===== src/softmax_cfg.svh =====
`ifndef SOFTMAX_CFG_SVH
`define SOFTMAX_CFG_SVH

// lanes per memory row
`define SOFTMAX_LANES 4

// fixed-point lane width
`define SOFTMAX_LANE_W 16

// row address width, 8 rows
`define SOFTMAX_ADDR_W 3

// result rows the consumer may hold at once
`define SOFTMAX_CREDITS 4

// accumulated total of all differences
`define SOFTMAX_SUM_W 24

`endif


===== src/softmax_pkg.sv =====
`include "softmax_cfg.svh"

package softmax_pkg;

  typedef logic signed [`SOFTMAX_LANE_W-1:0] lane_t;

  // lane 0 sits in the low bits
  typedef logic [`SOFTMAX_LANES*`SOFTMAX_LANE_W-1:0] row_t;

  // one extra bit so lane minus max cannot overflow
  typedef logic signed [`SOFTMAX_LANE_W:0] diff_t;
  typedef logic [`SOFTMAX_LANES*(`SOFTMAX_LANE_W+1)-1:0] diff_row_t;

  typedef logic signed [`SOFTMAX_SUM_W-1:0] sum_t;
  typedef logic [`SOFTMAX_ADDR_W-1:0] addr_t;

  typedef enum logic [2:0] {
    IDLE,
    MAX_PASS,
    WAIT_MAX,
    SUB_PASS,
    DRAIN
  } fetch_state_t;

endpackage


===== src/row_fetch.sv =====
`timescale 1ns/1ps
`include "softmax_cfg.svh"

module row_fetch (
  input  logic               clk,
  input  logic               reset,
  input  logic               start,
  input  softmax_pkg::addr_t start_addr,
  input  softmax_pkg::addr_t end_addr,
  input  logic               max_ready,
  input  logic               out_credit,
  input  logic               done,
  output softmax_pkg::addr_t mem_addr,
  output logic               mem_rd,
  output logic               busy,
  output logic               max_pass_valid,
  output logic               sub_pass_valid,
  output logic               row_first,
  output logic               row_last
);

  localparam int CREDIT_W = $clog2(`SOFTMAX_CREDITS + 1);

  softmax_pkg::fetch_state_t state;
  softmax_pkg::addr_t first_addr;
  softmax_pkg::addr_t last_addr;
  softmax_pkg::addr_t addr;
  logic pass1_first;
  logic [CREDIT_W-1:0] credits;
  logic at_last;
  logic empty_start;
  logic issue_max;
  logic issue_sub;
  logic issue_first;
  logic issue_last;

  assign at_last = (addr == last_addr);
  assign empty_start = (state == softmax_pkg::IDLE) && start && (end_addr <= start_addr);
  assign issue_max = (state == softmax_pkg::MAX_PASS);
  // pass 2 only reads while the consumer has room
  assign issue_sub = (state == softmax_pkg::SUB_PASS) && (credits != '0);
  assign mem_rd = issue_max | issue_sub;
  assign mem_addr = addr;
  assign busy = (state != softmax_pkg::IDLE);

  // pass 1 never tags one read as both first and last; a single row is read twice.
  // first and last together without a valid then marks an empty run
  always_comb begin
    issue_first = 1'b0;
    issue_last = 1'b0;
    case (state)
      softmax_pkg::IDLE: begin
        issue_first = empty_start;
        issue_last = empty_start;
      end
      softmax_pkg::MAX_PASS: begin
        issue_first = pass1_first;
        issue_last = at_last && !pass1_first;
      end
      softmax_pkg::SUB_PASS: begin
        issue_first = issue_sub && (addr == first_addr);
        issue_last = issue_sub && at_last;
      end
      default: ;
    endcase
  end

  always_ff @(posedge clk) begin
    if (reset) begin
      state <= softmax_pkg::IDLE;
      addr <= '0;
      first_addr <= '0;
      last_addr <= '0;
      pass1_first <= 1'b0;
    end else begin
      case (state)
        softmax_pkg::IDLE: begin
          if (start) begin
            first_addr <= start_addr;
            last_addr <= end_addr - 1'b1;
            addr <= start_addr;
            pass1_first <= 1'b1;
            state <= empty_start ? softmax_pkg::DRAIN : softmax_pkg::MAX_PASS;
          end
        end
        softmax_pkg::MAX_PASS: begin
          pass1_first <= 1'b0;
          if (issue_last) begin
            addr <= first_addr;
            state <= softmax_pkg::WAIT_MAX;
          end else if (!at_last) begin
            addr <= addr + 1'b1;
          end
        end
        softmax_pkg::WAIT_MAX: begin
          if (max_ready) begin
            state <= softmax_pkg::SUB_PASS;
          end
        end
        softmax_pkg::SUB_PASS: begin
          if (issue_sub) begin
            if (at_last) begin
              state <= softmax_pkg::DRAIN;
            end else begin
              addr <= addr + 1'b1;
            end
          end
        end
        default: begin
          // the adder tail decides when the run is over
          if (done) begin
            state <= softmax_pkg::IDLE;
          end
        end
      endcase
    end
  end

  // credits carry over between runs, rows still held from the last run count
  always_ff @(posedge clk) begin
    if (reset) begin
      credits <= CREDIT_W'(`SOFTMAX_CREDITS);
    end else begin
      credits <= credits + CREDIT_W'(out_credit) - CREDIT_W'(issue_sub);
    end
  end

  // tags follow the read by one cycle to line up with mem_data
  always_ff @(posedge clk) begin
    if (reset) begin
      max_pass_valid <= 1'b0;
      sub_pass_valid <= 1'b0;
      row_first <= 1'b0;
      row_last <= 1'b0;
    end else begin
      max_pass_valid <= issue_max;
      sub_pass_valid <= issue_sub;
      row_first <= issue_first;
      row_last <= issue_last;
    end
  end

endmodule


===== src/max_tree.sv =====
`timescale 1ns/1ps
`include "softmax_cfg.svh"

module max_tree (
  input  logic                clk,
  input  logic                reset,
  input  softmax_pkg::row_t   row,
  input  logic                max_pass_valid,
  input  logic                row_first,
  input  logic                row_last,
  output softmax_pkg::lane_t  max_val,
  output logic                max_ready
);

  localparam int LANES = `SOFTMAX_LANES;
  localparam int W = `SOFTMAX_LANE_W;

  softmax_pkg::lane_t lane [LANES];
  softmax_pkg::lane_t pair_max [LANES/2];
  softmax_pkg::lane_t row_max;

  function automatic softmax_pkg::lane_t max2(input softmax_pkg::lane_t a,
                                              input softmax_pkg::lane_t b);
    return (a > b) ? a : b;
  endfunction

  // two comparator levels, pairs then across pairs
  always_comb begin
    for (int i = 0; i < LANES; i++) begin
      lane[i] = row[i*W +: W];
    end
    for (int k = 0; k < LANES/2; k++) begin
      pair_max[k] = max2(lane[2*k], lane[2*k+1]);
    end
    row_max = pair_max[0];
    for (int k = 1; k < LANES/2; k++) begin
      row_max = max2(row_max, pair_max[k]);
    end
  end

  always_ff @(posedge clk) begin
    if (reset) begin
      max_val <= '0;
      max_ready <= 1'b0;
    end else begin
      // first row of the pass restarts the running max
      if (max_pass_valid) begin
        max_val <= row_first ? row_max : max2(row_max, max_val);
      end
      max_ready <= max_pass_valid && row_last;
    end
  end

endmodule


===== src/max_sub_stage.sv =====
`timescale 1ns/1ps
`include "softmax_cfg.svh"

module max_sub_stage (
  input  logic                   clk,
  input  logic                   reset,
  input  softmax_pkg::row_t      row,
  input  softmax_pkg::lane_t     max_val,
  input  logic                   sub_pass_valid,
  input  logic                   row_first,
  input  logic                   row_last,
  output softmax_pkg::diff_row_t out_row,
  output logic                   out_valid,
  output logic                   out_first,
  output logic                   out_last
);

  localparam int LANES = `SOFTMAX_LANES;
  localparam int W = `SOFTMAX_LANE_W;
  localparam int DW = `SOFTMAX_LANE_W + 1;

  softmax_pkg::lane_t lane [LANES];
  softmax_pkg::diff_t diff [LANES];
  softmax_pkg::diff_row_t next_row;

  always_comb begin
    for (int i = 0; i < LANES; i++) begin
      lane[i] = row[i*W +: W];
      // sign-extend both sides before subtracting
      diff[i] = softmax_pkg::diff_t'(lane[i]) - softmax_pkg::diff_t'(max_val);
      next_row[i*DW +: DW] = diff[i];
    end
  end

  always_ff @(posedge clk) begin
    if (sub_pass_valid) begin
      out_row <= next_row;
    end
  end

  // pass 1 tags stop here, only the empty-run marker gets through without a valid
  always_ff @(posedge clk) begin
    if (reset) begin
      out_valid <= 1'b0;
      out_first <= 1'b0;
      out_last <= 1'b0;
    end else begin
      out_valid <= sub_pass_valid;
      out_first <= row_first && (sub_pass_valid || row_last);
      out_last <= row_last && (sub_pass_valid || row_first);
    end
  end

endmodule


===== src/sum_tree.sv =====
`timescale 1ns/1ps
`include "softmax_cfg.svh"

module sum_tree (
  input  logic                   clk,
  input  logic                   reset,
  input  softmax_pkg::diff_row_t out_row,
  input  logic                   out_valid,
  input  logic                   out_first,
  input  logic                   out_last,
  output softmax_pkg::sum_t      sum,
  output logic                   done
);

  localparam int LANES = `SOFTMAX_LANES;
  localparam int DW = `SOFTMAX_LANE_W + 1;

  softmax_pkg::diff_t diff [LANES];
  softmax_pkg::sum_t pair_sum [LANES/2];
  softmax_pkg::sum_t pair_sum_q [LANES/2];
  softmax_pkg::sum_t row_total;
  logic valid_q;
  logic first_q;
  logic last_q;

  // level one, lane pairs
  always_comb begin
    for (int i = 0; i < LANES; i++) begin
      diff[i] = out_row[i*DW +: DW];
    end
    for (int k = 0; k < LANES/2; k++) begin
      pair_sum[k] = softmax_pkg::sum_t'(diff[2*k]) + softmax_pkg::sum_t'(diff[2*k+1]);
    end
  end

  always_ff @(posedge clk) begin
    if (out_valid) begin
      pair_sum_q <= pair_sum;
    end
  end

  // level two
  always_comb begin
    row_total = '0;
    for (int k = 0; k < LANES/2; k++) begin
      row_total = row_total + pair_sum_q[k];
    end
  end

  always_ff @(posedge clk) begin
    if (reset) begin
      valid_q <= 1'b0;
      first_q <= 1'b0;
      last_q <= 1'b0;
      sum <= '0;
      done <= 1'b0;
    end else begin
      valid_q <= out_valid;
      first_q <= out_first;
      last_q <= out_last;
      // a first tag without a row clears the total for an empty run
      if (first_q) begin
        sum <= valid_q ? row_total : '0;
      end else if (valid_q) begin
        sum <= sum + row_total;
      end
      done <= last_q;
    end
  end

endmodule


===== src/softmax_top.sv =====
`timescale 1ns/1ps

module softmax_top (
  input  logic                   clk,
  input  logic                   reset,
  input  logic                   start,
  input  softmax_pkg::addr_t     start_addr,
  input  softmax_pkg::addr_t     end_addr,
  input  softmax_pkg::row_t      mem_data,
  output softmax_pkg::addr_t     mem_addr,
  output logic                   mem_rd,
  output softmax_pkg::diff_row_t out_row,
  output logic                   out_valid,
  input  logic                   out_credit,
  output softmax_pkg::sum_t      sum,
  output logic                   done,
  output logic                   busy
);

  logic max_ready;
  logic max_pass_valid;
  logic sub_pass_valid;
  logic row_first;
  logic row_last;
  logic out_first;
  logic out_last;
  softmax_pkg::lane_t max_val;

  row_fetch row_fetch_inst (
    .clk            (clk),
    .reset          (reset),
    .start          (start),
    .start_addr     (start_addr),
    .end_addr       (end_addr),
    .max_ready      (max_ready),
    .out_credit     (out_credit),
    .done           (done),
    .mem_addr       (mem_addr),
    .mem_rd         (mem_rd),
    .busy           (busy),
    .max_pass_valid (max_pass_valid),
    .sub_pass_valid (sub_pass_valid),
    .row_first      (row_first),
    .row_last       (row_last)
  );

  max_tree max_tree_inst (
    .clk            (clk),
    .reset          (reset),
    .row            (mem_data),
    .max_pass_valid (max_pass_valid),
    .row_first      (row_first),
    .row_last       (row_last),
    .max_val        (max_val),
    .max_ready      (max_ready)
  );

  max_sub_stage max_sub_stage_inst (
    .clk            (clk),
    .reset          (reset),
    .row            (mem_data),
    .max_val        (max_val),
    .sub_pass_valid (sub_pass_valid),
    .row_first      (row_first),
    .row_last       (row_last),
    .out_row        (out_row),
    .out_valid      (out_valid),
    .out_first      (out_first),
    .out_last       (out_last)
  );

  sum_tree sum_tree_inst (
    .clk       (clk),
    .reset     (reset),
    .out_row   (out_row),
    .out_valid (out_valid),
    .out_first (out_first),
    .out_last  (out_last),
    .sum       (sum),
    .done      (done)
  );

endmodule


===== config.mk =====
export PLATFORM = sky130hd
export DESIGN_NAME = softmax_top
export DESIGN_NICKNAME = d
export VERILOG_FILES = /design/src/softmax_pkg.sv /design/src/row_fetch.sv /design/src/max_tree.sv /design/src/max_sub_stage.sv /design/src/sum_tree.sv /design/src/softmax_top.sv
export VERILOG_INCLUDE_DIRS = /design/src /design/src/src
export SDC_FILE = /design/constraint.sdc
export NUM_CORES = 1
export LEC_CHECK = 0
export CAP_MARGIN = 20
export CORE_ASPECT_RATIO = 0.6
export CORE_UTILIZATION = 50
export DETAILED_ROUTE_END_ITERATION = 8
export DONT_BUFFER_PORTS = 1
export GPL_ROUTABILITY_DRIVEN = 0
export GPL_TIMING_DRIVEN = 0
export PLACE_DENSITY = 0.71
export SLEW_MARGIN = 20
export SYNTH_ARGS = -nofsm -noshare
export SYNTH_HDL_FRONTEND = slang
export SYNTH_HIERARCHICAL = 1
export SYNTH_SLANG_ARGS = --single-unit

===== constraint.sdc =====
create_clock -name clk -period 10.9 [get_ports clk]
set_clock_uncertainty 0.1 [all_clocks]
set_input_delay 0 -clock clk [delete_from_list [all_inputs] [get_ports clk]]
set_output_delay 0 -clock clk [all_outputs]
set_load 0.02 [all_outputs]

## Yosys cells after proc, flatten, opt, wreduce, memory -nomap -nowiden

Cells that the tools add are included.

| storage, ports and cells | value |
|---|---|
| output and inout bits | 99 |
| word-level logic and storage cells | 101 |
| bits of input ports | 74 |
| flip-flop bits (word level) | 184 |

| operators by class | value |
|---|---|
| muxes and demuxes | 25 |
| $lt $le $gt $ge | 5 |
| bitwise operators | 1 |
| equality and inequality tests | 10 |
| reduce and logical (&&, ||, !) cells | 25 |
| add/sub/neg operators | 12 |

Operator list:

| operator | count |
|---|---|
| two-way mux 16 bit | 5 |
| two-way mux 24 bit | 3 |
| subtractor 16 x 16 -> 17 bit | 4 |
| greater-than comparator 16 bit | 4 |
| adder 24 bit | 2 |
| adder 17 x 17 -> 18 bit | 2 |
| two-way mux 3 bit | 11 |
| one-hot mux 3 bit (4 select lines) | 1 |
| logical AND 1 bit | 9 |
| one-hot mux 3 bit (3 select lines) | 1 |
| nonzero test 3 bit | 3 |
| equality test 3 x 2 -> 1 bit, second input constant | 2 |
| equality test 3 bit | 2 |
| inequality test 2 x 1 -> 1 bit, second input constant | 3 |
| one-hot mux 1 bit (3 select lines) | 2 |
| AND reduction 2 bit | 3 |
| AND reduction 6 bit | 1 |
| nonzero test 2 bit | 3 |
| nonzero test 5 bit | 1 |
| inequality test 2 bit, second input constant | 2 |
| adder 3 x 1 -> 3 bit | 1 |
| adder 3 x 1 -> 3 bit, second input constant | 1 |
| equality test 3 x 1 -> 1 bit, second input constant | 1 |
| less-or-equal comparator 3 bit | 1 |
| 9 further kinds | 10 |

## Longest topological paths before layout

| logic depth | value |
|---|---|
| depth in word-level cells | 7 |
| gate-level depth with buffers | 29 |
| mapped depth without buffers | 24 |

## Hierarchy

Netlist, hierarchy kept.

By module, submodules not included:

| module | cells each | area each (µm²) | instances |
|---|---|---|---|
| sum_tree | 665 | 5849.4 | 1 |
| max_sub_stage | 539 | 5307.6 | 1 |
| max_tree | 382 | 2924.1 | 1 |
| row_fetch | 150 | 1336.3 | 1 |

## Worst setup path before layout

OpenSTA, ideal clock, no wires.

| timing path | value |
|---|---|
| path kind | input -> register |
| start | input mem_data[63] |
| end | register max_tree_inst.max_val[3] |
| arrival | 5.489 ns |
| required time | 10.716 ns |
| setup slack | 5.227 ns |
| setup time | 0.084 ns |
| stages | 29 |
| cell sequence | inv_1 -> ha_1 -> nand4_2 -> nor4_1 -> a21boi_1 -> or4b_1 -> buf_2 -> and2_4 -> buf_2 -> buf_2 -> a21oi_1 -> ha_1 -> a211oi_1 -> o211ai_1 -> o21a_1 -> o21ai_1 -> mux2i_1 -> buf_2 -> a211oi_2 -> nor2_1 -> ha_1 -> a21oi_1 -> o2111ai_1 -> a2111oi_0 -> a211oi_1 -> nor2_1 -> clkbuf_1 -> nand2_1 -> o31ai_2 |

| between the ends | value |
|---|---|
| cells in the longest elaborated chain, start to end | 7 |

RTL lines:

| what | RTL line | source |
|---|---|---|
| start, declared | softmax_top.sv:9 | `input softmax_pkg::row_t mem_data,` |
| greater-than comparator 16 bit | max_tree.sv:24 | `return (a > b) ? a : b;` |
| two-way mux 16 bit (*) | max_tree.sv:24 |  |
| greater-than comparator 16 bit | max_tree.sv:24 |  |
| two-way mux 16 bit (*) | max_tree.sv:24 |  |
| via max_tree_inst.row_max[13] | max_tree.sv:20 | `softmax_pkg::lane_t row_max;` |
| greater-than comparator 16 bit (*) | max_tree.sv:24 |  |
| nonzero test 2 bit (no source line) (*) | -- |  |
| AND reduction 2 bit (no source line) (*) | -- |  |
| end signal, assigned | max_tree.sv:48 | `max_val <= row_first ? row_max : max2(row_max, max_val);` |
| end, declared | max_tree.sv:11 | `output softmax_pkg::lane_t max_val,` |

The timed path passes the listed nets; every way through them passes the cells marked *. The select of a mux whose other input is x is not followed.
A chain may end at the register's enable or synchronous reset.

## Worst setup path after layout

| timing path | value |
|---|---|
| start | input mem_data[30] |
| end | register max_tree_inst.max_val[9] |

The elaborated chain is that of the path after synthesis.

==> flow_summary.toml <==
[synthesis]
syn_area_per_cell_um2 = 8.88
syn-num-nets = 2031
synthAdderAreaFrac_pct = 18.4
ys_ff_latch = 172
yosys_warnings = 6
synth_area_um2 = 15400
yosysUniqueCellTypes = 100
netlist_instances = 1736
synth_top_family_by_area = "compound AO/OA/AOI/OAI gates"
synth-xor-area-share_pct = 5.81
synth_seq_area_share_pct = 29.1
yosys.area_share.simple_pct = 16.6
synth_edf_count = 104
synth.area.mux_share_pct = 2.35
synth_compound_area_share_pct = 23.2
async_flop_share_pct = 0
ys.flop_type = "edfxtp_1"

[global_routing]
grtUsageMet2_pct = 42.3
grt_pass1_wl_um = 75600
overflow = 0
busiest_layer = "met1"
grtUsageMet1_pct = 44.0
antenna_found_initial = 1
use_met3_pct = 13.7
grt_use_total_pct = 31.0
grt_pass1_vias = 13472
grt_max_degree = 50

[clocking]
cts_buffers = 17
cts_htree_levels = 4
clkLatencyLatePin_ns = 0.44
ctsLongestPathBuffers = 2
clk_pin_slew_ns = 0.07
root_buffer = "clkbuf_16"
cts_tree = "yes"
cts_sinks = 172
cts_resized = 0

[floorplan]
die_area_um2 = 31600
die-width_um = 229
fp-row-count = 49
die_h_um = 138
initial_core_util_pct = 51.2
core_area_um2 = 30100
num_io_pins = 173

[min_path]
hold_path.startpoint = "mem_data[33]"
hp-class = "in -> reg"

[route]
vias = 14270
via_per_inst = 6.25
drc = 0
wire_per_inst_um = 21.6
drt-total-wl_um = 49400
final_antenna_net_count = 0
first_pass_iters = 6
drtIter0Drc = 1650

[timing]
maxSlewHeadroom_pct = 27.1
rsz0062_at_grt = "no"
finalSetupViolCount = 0
min_period_ns = 9.14
slew_viol_final = 0
setup_tns_ns = 0
period_share_pct = 83.9
hold_viol_final = 0
whs_ns = 0.0266
tightestPinTransition_ns = 1.08
clock.fmax_ghz = 0.109

[place]
io_buffers = 0
post_dp_cell_area_um2 = 16000
dp_hpwl_um = 38600

[setup_path]
worstPathRequired_ns = 11.18
cp_data_arrival_time_ns = 9.43
crit_type = "in -> reg"
crit_path_max_fanout = 10
crit_path_end_kind = "flip-flop"
cp-start-kind = "input port"
startpoint = "mem_data[30]"
r2r-start = "sum_tree_inst/pair_sum_q[24]"

[power_and_ir_drop]
vdd.ir_drop.worst_uv = 117
p_per_area_nw_per_um2 = 141
power.leakage_nw = 7.12

[layout]
ff_latch_area_um2 = 4490
nNetsFinal = 2158
multiInputGateArea_um2 = 10200
fillers = 2572
final_core_utilization_pct = 58.5
drive_above_1_share_pct = 5.81
area_delta_synth_final_pct = 14.3
final_area_um2 = 17600

[run]
maxCapViolCount = 0

[outcome]
outcome = "complete, no violations"
-- registers in the layout (all words and copies together), names as in the netlist, 3 cells and up --
name and count:
sum_tree_inst/pair_sum_q 36, row_fetch_inst/state 3, max_sub_stage_inst/out_row 68, max_tree_inst/max_val 16
row_fetch_inst/first_addr 3, row_fetch_inst/last_addr 3, row_fetch_inst/credits 3, row_fetch_inst/mem_addr 3
sum_tree_inst/sum 24
-- synthesized netlist by cell type (all sizes together) (24+ instances only) --
library cell	count	area, µm²
nand3	26	130
ha	212	2650
o21ai	89	449
xnor2	66	578
inv	141	529
a21o	34	255
nand2	104	390
clkbuf	24	91.3
nor3	31	155
nor2b	35	219
o21a	32	240
a21oi	166	842
dfxtp	68	1360
o31ai	27	213
nor2	155	582
xor2	32	318
nand4	28	188
edfxtp	104	3120
a211oi	41	338
-- final cells by class --
| cell class | count | share of cell area [%] |
|---|---|---|
| timing repair buffer | 108 | 6.29 |
| tap | 408 | 2.90 |
| inverter | 142 | 3.02 |
| buffer | 38 | 1.00 |
| multi-input combinational | 1384 | 58.0 |
| antenna | 1 | 0.0142 |
| clock inverter | 11 | 0.554 |
| sequential | 172 | 25.5 |
| clock buffer | 21 | 2.73 |
-- layer usage --
layer  up-vias  wire, µm
li1       6697         -
met1      6756     21900
met2       738     19100
met3        79      7310
met4         0      1030
met5         -         0
-- logic make-up after synthesis --
family | count (synthesis)
DFF | 172
AOI/OAI and AO/OA | 532
adders and majority gates | 221
xor gates and xnor gates | 98
buffers and inverters | 180
and+or+nand+nor | 503
muxes | 30
-- worst paths after layout --
| kind | slack (ns) | cells past startpoint | end |
|---|---|---|---|
| max | 1.76 | 26 | max_tree_inst/max_val[9] |
| min | 0.03 | 3 | max_sub_stage_inst/out_row[37] |
| max reg2reg | 5.92 | 18 | sum_tree_inst/sum[19] |
| min reg2reg | 0.34 | 1 | sum_tree_inst/first_q |
-- critical path, stage by stage --
cell and delay, ns:
inv_1 0.02, ha_1 0.31, nand4_2 0.16, nor3_1 0.90, o21ai_1 0.61, a311oi_4 0.64
buf_6 0.29, mux2_4 0.34, ha_1 0.31, a211oi_1 0.36, o21ai_0 0.15, o21ai_1 0.37
mux2i_1 0.85, buf_2 0.48, a211oi_2 0.08, nor2_1 0.13, ha_1 0.26, a21oi_1 0.16
o2111ai_1 0.24, a2111oi_0 0.41, a211oi_1 0.27, nor2_1 0.71, clkbuf_1 0.55, nand2_1 0.11
o31ai_1 0.10, dlygate4sd3_1 0.61
-- where the power goes --
part,switching (W),internal [W]
clock,0.000285,0.000325
sequential,0.0000566,0.000752
combinational,0.000629,0.000438
total,0.000970,0.00151
-- through the flow --
step                      std cells  power [W]  setup slack (ns)
after floorplan                1736    0.00152              5.23
after global placement         2144    0.00173              2.91
after detailed placement       2146    0.00176              2.84
after CTS                      2284    0.00245              2.76
after global routing           2284    0.00262              1.64
final                          2285    0.00249              1.76
-- placed cells by master (no fill, tap or decap), drive strengths merged, types with 28 or more instances in the layout --
master	Yosys	routed
ha	212	212
a21o	34	34
edfxtp	104	104
xnor2	66	66
dlygate4sd3	0	106
nand4	28	28
nand2	104	104
nor3	31	31
nor2b	35	35
inv	141	147
clkbuf	24	45
nor2	155	155
a211oi	41	41
a21oi	166	166
o21a	32	32
o21ai	89	89
dfxtp	68	68
xor2	32	32
-- timing repair --
item                      CTS  global route
setup buffers               0             0
hold buffers              106             0
hold endpoints to repair  101             0
Note: power is estimated with default switching activity, not from simulation.
